### config.mk
export PLATFORM = sky130hd
export DESIGN_NAME = decomp_dma_top
export DESIGN_NICKNAME = d
export VERILOG_FILES = /design/src/hw/decomp_dma_pkg.sv /design/src/hw/ahb_burst_master.sv /design/src/hw/decoder_feed.sv /design/src/hw/decomp_dma_top.sv /design/src/hw/dma_block_ctrl.sv /design/src/hw/writeback_unpack.sv
export VERILOG_INCLUDE_DIRS = /design/src /design/src/hw
export SDC_FILE = /design/constraint.sdc
export NUM_CORES = 1
export LEC_CHECK = 0
export CAP_MARGIN = 20
export CORE_MARGIN = 2
export CORE_UTILIZATION = 50
export DETAILED_ROUTE_END_ITERATION = 8
export DONT_BUFFER_PORTS = 1
export GPL_ROUTABILITY_DRIVEN = 0
export GPL_TIMING_DRIVEN = 1
export PLACE_DENSITY_LB_ADDON = 0.3
export SYNTH_ARGS = -nofsm -noshare
export SYNTH_HDL_FRONTEND = slang
export SYNTH_HIERARCHICAL = 1
export SYNTH_SLANG_ARGS = --single-unit
### constraint.sdc
create_clock -name clk -period 11.8 [get_ports clk]
set_input_delay 2.36 -clock clk [delete_from_list [all_inputs] [get_ports clk]]
set_output_delay 2.36 -clock clk [all_outputs]
set_load 0.05 [all_outputs]
### src/hw/decomp_dma_defs.svh
`ifndef DECOMP_DMA_DEFS_SVH
`define DECOMP_DMA_DEFS_SVH

// bus address and data width
`define DMA_ADDR_W 32

// burst geometry
// one burst is 16 beats of 4 bytes
`define DMA_BEATS_PER_BURST 16
`define DMA_BEAT_BYTES 4

// compressed block is 64 bytes
`define DMA_BLK_SHIFT 6

// decoder side
`define DMA_LANES 3
// 16 entries of 64 bits per expanded block
`define DMA_BUF_AW 4

`endif

### src/hw/decomp_dma_pkg.sv
`default_nettype none

`include "decomp_dma_defs.svh"

package decomp_dma_pkg;

    typedef logic [`DMA_ADDR_W-1:0]                 addr_t;
    typedef logic [`DMA_ADDR_W-1:0]                 word_t;
    // block count lives in the address bits above the block offset
    typedef logic [`DMA_ADDR_W-`DMA_BLK_SHIFT-1:0]  blk_count_t;
    typedef logic [2*`DMA_ADDR_W-1:0]               buf_word_t;
    typedef logic [`DMA_BUF_AW-1:0]                 buf_addr_t;
    typedef logic [$clog2(`DMA_BEATS_PER_BURST)-1:0] beat_t;
    typedef logic [`DMA_LANES-1:0]                  lane_mask_t;

    typedef enum logic [1:0] {
        HTRANS_IDLE   = 2'b00,
        HTRANS_NONSEQ = 2'b10,
        HTRANS_SEQ    = 2'b11
    } htrans_e;

    // per-block sequence
    typedef enum logic [2:0] {
        BLK_IDLE,
        BLK_READ,
        BLK_DECODE,
        BLK_WRITE_LO,
        BLK_WRITE_HI
    } blk_state_e;

    // one arbitrated burst
    typedef enum logic [2:0] {
        BST_IDLE,
        BST_BUSREQ,
        BST_FIRST_ADDR,
        BST_MIDDLE,
        BST_LAST_DATA
    } burst_state_e;

    typedef struct packed {
        addr_t      src;
        addr_t      dst;
        blk_count_t len;
    } dma_cmd_t;

    typedef struct packed {
        logic    hbusreq;
        addr_t   haddr;
        htrans_e htrans;
        logic    hwrite;
        word_t   hwdata;
    } ahb_req_t;

    typedef struct packed {
        logic  hgrant;
        logic  hready;
        word_t hrdata;
    } ahb_rsp_t;

    typedef struct packed {
        logic  go;
        logic  write;
        addr_t base;
    } burst_cmd_t;

    typedef struct packed {
        lane_mask_t lane;
        logic       sop;
        logic       eop;
        word_t      wdata;
    } decomp_wr_t;

endpackage

`default_nettype wire

### src/hw/ahb_burst_master.sv
`timescale 1ns/1ps
`default_nettype none

`include "decomp_dma_defs.svh"

module ahb_burst_master (
    input  wire                             clk,
    input  wire                             rst_n,
    input  wire decomp_dma_pkg::burst_cmd_t burst_cmd_i,
    input  wire decomp_dma_pkg::ahb_rsp_t   ahb_rsp_i,
    output logic                            hbusreq_o,
    output decomp_dma_pkg::addr_t           haddr_o,
    output decomp_dma_pkg::htrans_e         htrans_o,
    output logic                            hwrite_o,
    output logic                            rd_beat_o,
    output logic                            wr_accept_o,
    output logic                            burst_done_o
);

    localparam decomp_dma_pkg::beat_t LAST_BEAT =
        decomp_dma_pkg::beat_t'(`DMA_BEATS_PER_BURST - 1);

    decomp_dma_pkg::burst_state_e state_q, state_n;
    decomp_dma_pkg::beat_t        addr_cnt_q, addr_cnt_n;
    decomp_dma_pkg::addr_t        haddr_q, haddr_n;
    decomp_dma_pkg::htrans_e      htrans_q, htrans_n;
    logic                         hbusreq_q, hbusreq_n;
    logic                         hwrite_q, hwrite_n;
    logic                         hready;

    assign hready = ahb_rsp_i.hready;

    //----------------------------------------
    // address phase pipeline
    // addr_cnt is the index of the address on the bus
    //----------------------------------------
    always_comb begin
        state_n    = state_q;
        addr_cnt_n = addr_cnt_q;
        haddr_n    = haddr_q;
        htrans_n   = htrans_q;
        hbusreq_n  = hbusreq_q;
        hwrite_n   = hwrite_q;

        case (state_q)
            decomp_dma_pkg::BST_IDLE: begin
                if (burst_cmd_i.go) begin
                    hbusreq_n = 1'b1;
                    haddr_n   = burst_cmd_i.base;
                    hwrite_n  = burst_cmd_i.write;
                    state_n   = decomp_dma_pkg::BST_BUSREQ;
                end
            end
            decomp_dma_pkg::BST_BUSREQ: begin
                if (ahb_rsp_i.hgrant) begin
                    htrans_n = decomp_dma_pkg::HTRANS_NONSEQ;
                    state_n  = decomp_dma_pkg::BST_FIRST_ADDR;
                end
            end
            decomp_dma_pkg::BST_FIRST_ADDR: begin
                if (hready) begin
                    haddr_n    = haddr_q + `DMA_BEAT_BYTES;
                    htrans_n   = decomp_dma_pkg::HTRANS_SEQ;
                    addr_cnt_n = decomp_dma_pkg::beat_t'(1);
                    state_n    = decomp_dma_pkg::BST_MIDDLE;
                end
            end
            decomp_dma_pkg::BST_MIDDLE: begin
                // address of this beat and data of the previous one
                if (hready) begin
                    addr_cnt_n = addr_cnt_q + 1'b1;
                    // release the bus after the 14th address
                    if (addr_cnt_q == LAST_BEAT - 2) begin
                        hbusreq_n = 1'b0;
                    end
                    if (addr_cnt_q == LAST_BEAT) begin
                        htrans_n = decomp_dma_pkg::HTRANS_IDLE;
                        state_n  = decomp_dma_pkg::BST_LAST_DATA;
                    end else begin
                        haddr_n = haddr_q + `DMA_BEAT_BYTES;
                    end
                end
            end
            decomp_dma_pkg::BST_LAST_DATA: begin
                if (hready) begin
                    state_n = decomp_dma_pkg::BST_IDLE;
                end
            end
            default: begin
                state_n = decomp_dma_pkg::BST_IDLE;
            end
        endcase
    end

    always_ff @(posedge clk) begin
        if (!rst_n) begin
            state_q    <= decomp_dma_pkg::BST_IDLE;
            addr_cnt_q <= '0;
            htrans_q   <= decomp_dma_pkg::HTRANS_IDLE;
            hbusreq_q  <= 1'b0;
            hwrite_q   <= 1'b0;
        end else begin
            state_q    <= state_n;
            addr_cnt_q <= addr_cnt_n;
            htrans_q   <= htrans_n;
            hbusreq_q  <= hbusreq_n;
            hwrite_q   <= hwrite_n;
        end
    end

    always_ff @(posedge clk) begin
        haddr_q <= haddr_n;
    end

    assign hbusreq_o    = hbusreq_q;
    assign haddr_o      = haddr_q;
    assign htrans_o     = htrans_q;
    assign hwrite_o     = hwrite_q;
    assign rd_beat_o    = !hwrite_q && hready &&
                          (state_q == decomp_dma_pkg::BST_MIDDLE ||
                           state_q == decomp_dma_pkg::BST_LAST_DATA);
    assign wr_accept_o  = hwrite_q && hready &&
                          (state_q == decomp_dma_pkg::BST_FIRST_ADDR ||
                           state_q == decomp_dma_pkg::BST_MIDDLE);
    assign burst_done_o = hready && (state_q == decomp_dma_pkg::BST_LAST_DATA);

    // block controller waits for burst_done before the next go
    a_go_idle: assert property (@(posedge clk) disable iff (!rst_n)
        burst_cmd_i.go |-> state_q == decomp_dma_pkg::BST_IDLE);

    // only the last two addresses may run after the request drops
    a_seq_busreq: assert property (@(posedge clk) disable iff (!rst_n)
        htrans_q == decomp_dma_pkg::HTRANS_SEQ |-> hbusreq_q || addr_cnt_q >= LAST_BEAT - 1);

endmodule

`default_nettype wire

### src/hw/decoder_feed.sv
`timescale 1ns/1ps
`default_nettype none

`include "decomp_dma_defs.svh"

module decoder_feed (
    input  wire                        clk,
    input  wire                        rst_n,
    input  wire                        rd_beat_i,
    input  wire decomp_dma_pkg::word_t hrdata_i,
    output decomp_dma_pkg::decomp_wr_t decomp_wr_o
);

    localparam decomp_dma_pkg::beat_t LAST_BEAT =
        decomp_dma_pkg::beat_t'(`DMA_BEATS_PER_BURST - 1);

    decomp_dma_pkg::beat_t      beat_q;
    decomp_dma_pkg::lane_mask_t lane_q;
    decomp_dma_pkg::lane_mask_t lane_sel;
    decomp_dma_pkg::lane_mask_t stb_q;
    decomp_dma_pkg::word_t      wdata_q;
    logic                       sop_q;
    logic                       eop_q;

    // lane comes from the two top bits of the block header
    always_comb begin
        lane_sel = lane_q;
        if (beat_q == '0) begin
            if (hrdata_i[`DMA_ADDR_W-1]) begin
                lane_sel = decomp_dma_pkg::lane_mask_t'(1);
            end else if (!hrdata_i[`DMA_ADDR_W-2]) begin
                lane_sel = decomp_dma_pkg::lane_mask_t'(1) << 1;
            end else begin
                lane_sel = decomp_dma_pkg::lane_mask_t'(1) << 2;
            end
        end
    end

    always_ff @(posedge clk) begin
        if (!rst_n) begin
            beat_q <= '0;
            lane_q <= '0;
            stb_q  <= '0;
            sop_q  <= 1'b0;
            eop_q  <= 1'b0;
        end else begin
            stb_q <= rd_beat_i ? lane_sel : '0;
            sop_q <= rd_beat_i && (beat_q == '0);
            eop_q <= rd_beat_i && (beat_q == LAST_BEAT);
            if (rd_beat_i) begin
                // wraps at the end of each read burst
                beat_q <= beat_q + 1'b1;
                lane_q <= lane_sel;
            end
        end
    end

    always_ff @(posedge clk) begin
        if (rd_beat_i) begin
            wdata_q <= hrdata_i;
        end
    end

    assign decomp_wr_o = '{lane: stb_q, sop: sop_q, eop: eop_q, wdata: wdata_q};

    a_lane_onehot: assert property (@(posedge clk) disable iff (!rst_n)
        $onehot0(decomp_wr_o.lane));

endmodule

`default_nettype wire

### src/hw/decomp_dma_top.sv
`timescale 1ns/1ps
`default_nettype none

module decomp_dma_top (
    input  wire                            clk,
    input  wire                            rst_n,
    input  wire decomp_dma_pkg::dma_cmd_t  cmd_i,
    input  wire                            start_i,
    output logic                           done_o,
    output decomp_dma_pkg::ahb_req_t       ahb_req_o,
    input  wire decomp_dma_pkg::ahb_rsp_t  ahb_rsp_i,
    output decomp_dma_pkg::decomp_wr_t     decomp_wr_o,
    input  wire                            decomp_done_i,
    output decomp_dma_pkg::buf_addr_t      buf_addr_o,
    input  wire decomp_dma_pkg::buf_word_t buf_rdata_i
);

    decomp_dma_pkg::burst_cmd_t burst_cmd;
    decomp_dma_pkg::addr_t      haddr;
    decomp_dma_pkg::htrans_e    htrans;
    decomp_dma_pkg::word_t      hwdata;
    logic                       hbusreq;
    logic                       hwrite;
    logic                       burst_done;
    logic                       rd_beat;
    logic                       wr_accept;

    dma_block_ctrl u_ctrl (
        .clk           (clk),
        .rst_n         (rst_n),
        .cmd_i         (cmd_i),
        .start_i       (start_i),
        .done_o        (done_o),
        .burst_cmd_o   (burst_cmd),
        .burst_done_i  (burst_done),
        .decomp_done_i (decomp_done_i)
    );

    ahb_burst_master u_master (
        .clk          (clk),
        .rst_n        (rst_n),
        .burst_cmd_i  (burst_cmd),
        .ahb_rsp_i    (ahb_rsp_i),
        .hbusreq_o    (hbusreq),
        .haddr_o      (haddr),
        .htrans_o     (htrans),
        .hwrite_o     (hwrite),
        .rd_beat_o    (rd_beat),
        .wr_accept_o  (wr_accept),
        .burst_done_o (burst_done)
    );

    decoder_feed u_feed (
        .clk         (clk),
        .rst_n       (rst_n),
        .rd_beat_i   (rd_beat),
        .hrdata_i    (ahb_rsp_i.hrdata),
        .decomp_wr_o (decomp_wr_o)
    );

    writeback_unpack u_unpack (
        .clk         (clk),
        .rst_n       (rst_n),
        .wr_accept_i (wr_accept),
        .buf_rdata_i (buf_rdata_i),
        .buf_addr_o  (buf_addr_o),
        .hwdata_o    (hwdata)
    );

    // bus request from master control and writeback data
    assign ahb_req_o = '{hbusreq: hbusreq, haddr: haddr, htrans: htrans,
                         hwrite: hwrite, hwdata: hwdata};

endmodule

`default_nettype wire

### src/hw/dma_block_ctrl.sv
`timescale 1ns/1ps
`default_nettype none

`include "decomp_dma_defs.svh"

module dma_block_ctrl (
    input  wire                            clk,
    input  wire                            rst_n,
    input  wire decomp_dma_pkg::dma_cmd_t  cmd_i,
    input  wire                            start_i,
    output logic                           done_o,
    output decomp_dma_pkg::burst_cmd_t     burst_cmd_o,
    input  wire                            burst_done_i,
    input  wire                            decomp_done_i
);

    decomp_dma_pkg::blk_state_e state_q, state_n;
    decomp_dma_pkg::blk_count_t blk_idx_q, blk_idx_n;
    decomp_dma_pkg::blk_count_t blk_next;
    decomp_dma_pkg::dma_cmd_t   cmd_q;
    decomp_dma_pkg::addr_t      base_q, base_n;
    decomp_dma_pkg::addr_t      src_off;
    decomp_dma_pkg::addr_t      dst_off;
    logic                       go_q, go_n;
    logic                       write_q, write_n;
    logic                       start_ok;

    // zero-length commands are dropped
    assign start_ok = start_i && (cmd_i.len != '0);
    assign blk_next = blk_idx_q + 1'b1;

    // source moves 64 bytes per block, destination 128
    assign src_off = decomp_dma_pkg::addr_t'(blk_next) << `DMA_BLK_SHIFT;
    assign dst_off = decomp_dma_pkg::addr_t'(blk_idx_q) << (`DMA_BLK_SHIFT + 1);

    //----------------------------------------
    // block sequencer
    //----------------------------------------
    always_comb begin
        state_n   = state_q;
        blk_idx_n = blk_idx_q;
        base_n    = base_q;
        write_n   = write_q;
        go_n      = 1'b0;

        case (state_q)
            decomp_dma_pkg::BLK_IDLE: begin
                if (start_ok) begin
                    blk_idx_n = '0;
                    base_n    = cmd_i.src;
                    write_n   = 1'b0;
                    go_n      = 1'b1;
                    state_n   = decomp_dma_pkg::BLK_READ;
                end
            end
            decomp_dma_pkg::BLK_READ: begin
                if (burst_done_i) begin
                    state_n = decomp_dma_pkg::BLK_DECODE;
                end
            end
            decomp_dma_pkg::BLK_DECODE: begin
                if (decomp_done_i) begin
                    base_n  = cmd_q.dst + dst_off;
                    write_n = 1'b1;
                    go_n    = 1'b1;
                    state_n = decomp_dma_pkg::BLK_WRITE_LO;
                end
            end
            decomp_dma_pkg::BLK_WRITE_LO: begin
                if (burst_done_i) begin
                    // second half of the expanded block
                    base_n  = base_q + (decomp_dma_pkg::addr_t'(1) << `DMA_BLK_SHIFT);
                    go_n    = 1'b1;
                    state_n = decomp_dma_pkg::BLK_WRITE_HI;
                end
            end
            decomp_dma_pkg::BLK_WRITE_HI: begin
                if (burst_done_i) begin
                    blk_idx_n = blk_next;
                    if (blk_next == cmd_q.len) begin
                        state_n = decomp_dma_pkg::BLK_IDLE;
                    end else begin
                        base_n  = cmd_q.src + src_off;
                        write_n = 1'b0;
                        go_n    = 1'b1;
                        state_n = decomp_dma_pkg::BLK_READ;
                    end
                end
            end
            default: begin
                state_n = decomp_dma_pkg::BLK_IDLE;
            end
        endcase
    end

    always_ff @(posedge clk) begin
        if (!rst_n) begin
            state_q   <= decomp_dma_pkg::BLK_IDLE;
            blk_idx_q <= '0;
            write_q   <= 1'b0;
            go_q      <= 1'b0;
        end else begin
            state_q   <= state_n;
            blk_idx_q <= blk_idx_n;
            write_q   <= write_n;
            go_q      <= go_n;
        end
    end

    always_ff @(posedge clk) begin
        base_q <= base_n;
        if (state_q == decomp_dma_pkg::BLK_IDLE && start_ok) begin
            cmd_q <= cmd_i;
        end
    end

    assign done_o      = (state_q == decomp_dma_pkg::BLK_IDLE) && !start_ok;
    assign burst_cmd_o = '{go: go_q, write: write_q, base: base_q};

    // decoders only finish a block that was fed to them
    a_done_in_decode: assert property (@(posedge clk) disable iff (!rst_n)
        decomp_done_i |-> state_q == decomp_dma_pkg::BLK_DECODE);

endmodule

`default_nettype wire

### src/hw/writeback_unpack.sv
`timescale 1ns/1ps
`default_nettype none

`include "decomp_dma_defs.svh"

module writeback_unpack (
    input  wire                            clk,
    input  wire                            rst_n,
    input  wire                            wr_accept_i,
    input  wire decomp_dma_pkg::buf_word_t buf_rdata_i,
    output decomp_dma_pkg::buf_addr_t      buf_addr_o,
    output decomp_dma_pkg::word_t          hwdata_o
);

    // write beat within the block, 0 to 31 over both bursts
    logic [`DMA_BUF_AW:0]  wb_cnt_q;
    decomp_dma_pkg::word_t hwdata_q;

    always_ff @(posedge clk) begin
        if (!rst_n) begin
            wb_cnt_q <= '0;
        end else if (wr_accept_i) begin
            wb_cnt_q <= wb_cnt_q + 1'b1;
        end
    end

    // even beat takes the upper half, odd beat the lower
    always_ff @(posedge clk) begin
        if (wr_accept_i) begin
            if (wb_cnt_q[0]) begin
                hwdata_q <= buf_rdata_i[`DMA_ADDR_W-1:0];
            end else begin
                hwdata_q <= buf_rdata_i[2*`DMA_ADDR_W-1:`DMA_ADDR_W];
            end
        end
    end

    assign buf_addr_o = wb_cnt_q[`DMA_BUF_AW:1];
    assign hwdata_o   = hwdata_q;

endmodule

`default_nettype wire

==> results.py <==
metrics = {
    "run_status": {
        "status": "completed",
    },
    "critical_path": {
        "path_buf_inv": 0,
        "r2r_slack_ns": 7.09,
        "worstSetupStartpointType": "input port",
        "critPathArrivalTime_ns": 4.44,
        "criticalPathCategory": "input port to output port",
        "max_stage_delay_ns": 0.84,
        "ff2ff_path_depth": 13,
        "path_cells": "nor4_1, nand4_1, o21ai_0, and3_1",
        "endpoint_kind": "output port",
        "required_ns": 9.44,
        "cp.depth": 4,
        "cp_top_family": "simple AND/OR/NAND/NOR gates",
        "slowest_stage": "o21ai_0",
        "path_max_fanout": 3,
    },
    "die": {
        "rows": 64,
        "fp.dieH_microns": 181,
        "core-area_sq_mm": 0.0307,
        "start_util": 0.510,
        "pin_count": 302,
        "die-area_sq_mm": 0.0328,
        "die_width_microns": 181,
    },
    "synthesis": {
        "avgSynthCellArea_sq_um": 10.5,
        "yosysWarningCount": 6,
        "syn-cell-area_sq_mm": 0.0157,
        "yosys.area_share.simple": 0.164,
        "syn-instance-count": 1493,
        "yosysTopAreaCell": "edfxtp_1",
        "synth_compound_area_frac": 0.146,
        "yosysUniqueCellTypes": 84,
        "ys_seq_area_frac": 0.493,
        "netlist.area_leader.share": 0.418,
        "synth_commonest_cells": "edfxtp_1 (218), nand2_1 (150), nor2_1 (100)",
        "synthXorXnorAreaFrac": 0.0718,
        "synth_edf_count": 218,
        "synthFlopType": "edfxtp_1",
        "yosys-top-cells-area": "edfxtp_1 (42%), dfxtp_1 (7.5%), ha_1 (4.8%), xnor2_1 (4.0%), nand2_1 (3.6%)",
        "synth_top_family_by_area": "simple AND/OR/NAND/NOR gates",
        "syn-num-nets": 1747,
        "synth.area.mux_share": 0.0373,
        "synth_fa_ha_area_frac": 0.0504,
        "postSynth.asyncResetShare": 0,
        "yosysMostFrequentCell": "edfxtp_1",
        "synth-seq-cells": 277,
    },
    "clocking": {
        "clkLatencyLatePin_ns": 0.58,
        "cts-hold-fix-buffers": 0,
        "cts_max_level": 1,
        "post_cts_buffers": 0,
        "cts_buffer_depth": 3,
        "clock-sinks": 277,
        "tritoncts": "done",
        "root_buffer": "clkbuf_16",
        "cts_inserted_buffers": 31,
        "clkTransAtPathRegs_ns": 0.06,
        "cts-resized-gates": 0,
    },
    "timing": {
        "worst_pin_slew_ns": 1.05,
        "fin_crit_ns": 6.80,
        "rsz0062_at_grt": "no",
        "fmax_mhz": 147,
        "finalSetupTns_ns": 0,
        "hold_viol_final": 0,
        "slew_headroom": 0.295,
        "post-route-period-util": 0.576,
        "finalSetupViolations": 0,
        "slew_violations": 0,
        "fin_skew_ns": 0.0131,
    },
    "global_routing": {
        "grt_max_degree": 60,
        "grt_pass1_vias": 10700,
        "antenna_found_initial": 2,
        "grt_pass1_wl_microns": 61200,
        "track_usage": 0.235,
        "overflow": 0,
    },
    "pwr": {
        "irDropWorstVdd_mv": 0.123,
        "leakagePower_nw": 6.06,
        "p_per_area_mw_per_mm2": 138,
    },
    "detailed_routing": {
        "remaining_drc_errors": 0,
        "vias": 11600,
        "routedWlPerCell_microns": 21.2,
        "drt_wl_total_microns": 40100,
        "first_iter_violations": 1398,
        "firstDrtPassIters": 5,
        "routed_via_density": 6.17,
        "postRouteAntennaNets": 0,
    },
    "finish": {
        "areaGrowthSynthToFinish_pct": 8.16,
        "drive_gt1_frac": 0.0833,
        "finish.utilization": 0.551,
        "final_nets": 1717,
    },
    "place": {
        "dp_hpwl_microns": 29200,
        "portBuffers": 0,
    },
    "min_path": {
        "min_path_cells": 2,
        "hold_path_class": "flip-flop to flip-flop",
    },
    "job": {
        "maxCapViolations": 0,
    },
}
## cells by family (layout without fill, tap and decap cells)
family | after synthesis | after routing
AO/OA/AOI/OAI | 359 | 359
XOR/XNOR | 119 | 119
adder cells (fa/ha/maj) | 62 | 62
buffers and inverters | 115 | 110
flip-flops | 277 | 277
multiplexers | 54 | 54
other | 0 | 3
AND/OR/NAND/NOR | 507 | 507
## metrics by stage
stage          hold slack, ns  std cells  setup slack [ns]  total power, W  area [sq um]
2_1_floorplan           0.446       1493              2.09         0.00132         15700
3_3_place_gp            0.455       1824              4.88         0.00136         15900
3_5_place_dp            0.463       1824              4.88         0.00137         15900
4_1_cts                 0.474       1882              4.88         0.00236         16900
5_1_grt                 0.518       1885              4.90         0.00242         17000
6_report                0.474       1887              5.00         0.00234         17000
## area by class of cell
type,instances,area (sq um)
antenna,3,7.51
clock buffer,38,802
clock inverter,20,248
fill,2701,13800
inverter,34,128
multi-input combinational,1101,7390
sequential,277,7730
tap,396,495
timing repair buffer,18,155
## metal layers
layer  wire, microns  track usage  vias to the layer above
li1                -            -                     5579
met1           17900        0.338                     5499
met2           17900        0.361                      506
met3            3310       0.0494                       60
met4             925       0.0641                        0
met5               0            0                        -
## where the power goes
part           switching, W  internal [W]  total, W
registers         0.0000870       0.00111   0.00120
clock network      0.000395      0.000594  0.000989
logic             0.0000946     0.0000598  0.000154
total              0.000577       0.00176   0.00234
## worst paths after layout
check	from	to
worst max-delay path	cmd_i[1]	done_o
worst min-delay path	u_feed/lane_q[0]	u_feed/lane_q[0]
worst max register to register	u_ctrl/blk_idx_q[0]	u_ctrl/base_q[31]
worst min register to register	u_feed/lane_q[0]	u_feed/lane_q[0]
## cells in the final DEF, fill, tap and decap left out, types with 12 or more instances in the layout
cell type    n
dfxtp_1     59
o31ai_1     13
nand2b_1    13
o21ai_0     96
nor2_1      98
nand3b_1    12
xnor2_1     72
a221oi_1    12
edfxtp_1   218
nand2_1    150
inv_1       34
mux2i_1     19
a211oi_1    14
buf_4       16
nand3_1     58
clkbuf_16   31
o211ai_1    17
ha_1        60
mux2_2      34
a21oi_1     69
and3_1      26
a31oi_1     38
nor4_1      16
nor3_1      23
nand4_1     25
or3_1       23
xor2_1      41
a21o_1      22
## state kept, by name (all words and copies together), names as in the netlist
name	cells
u_master/addr_cnt_q	4
u_ctrl/cmd_q	90
u_feed/sop_q	1
u_ctrl/state_q	3
u_master/htrans_o	2
u_ctrl/base_q	32
u_master/haddr_o	32
u_master/hbusreq_o	1
u_feed/lane_q	3
u_master/hwrite_o	1
u_ctrl/write_q	1
u_unpack/hwdata_o	32
u_feed/stb_q	3
u_unpack/wb_cnt_q	5
u_ctrl/blk_idx_q	26
u_master/state_q	3
u_feed/eop_q	1
u_feed/wdata_q	32
u_ctrl/go_q	1
u_feed/beat_q	4
## worst min-delay path, cell delays in order, from the launching register on
cell     delay (ns)
dfxtp_1        0.31
nand2_1        0.05
o22ai_1        0.06
Power figures use the tool's default switching activity.
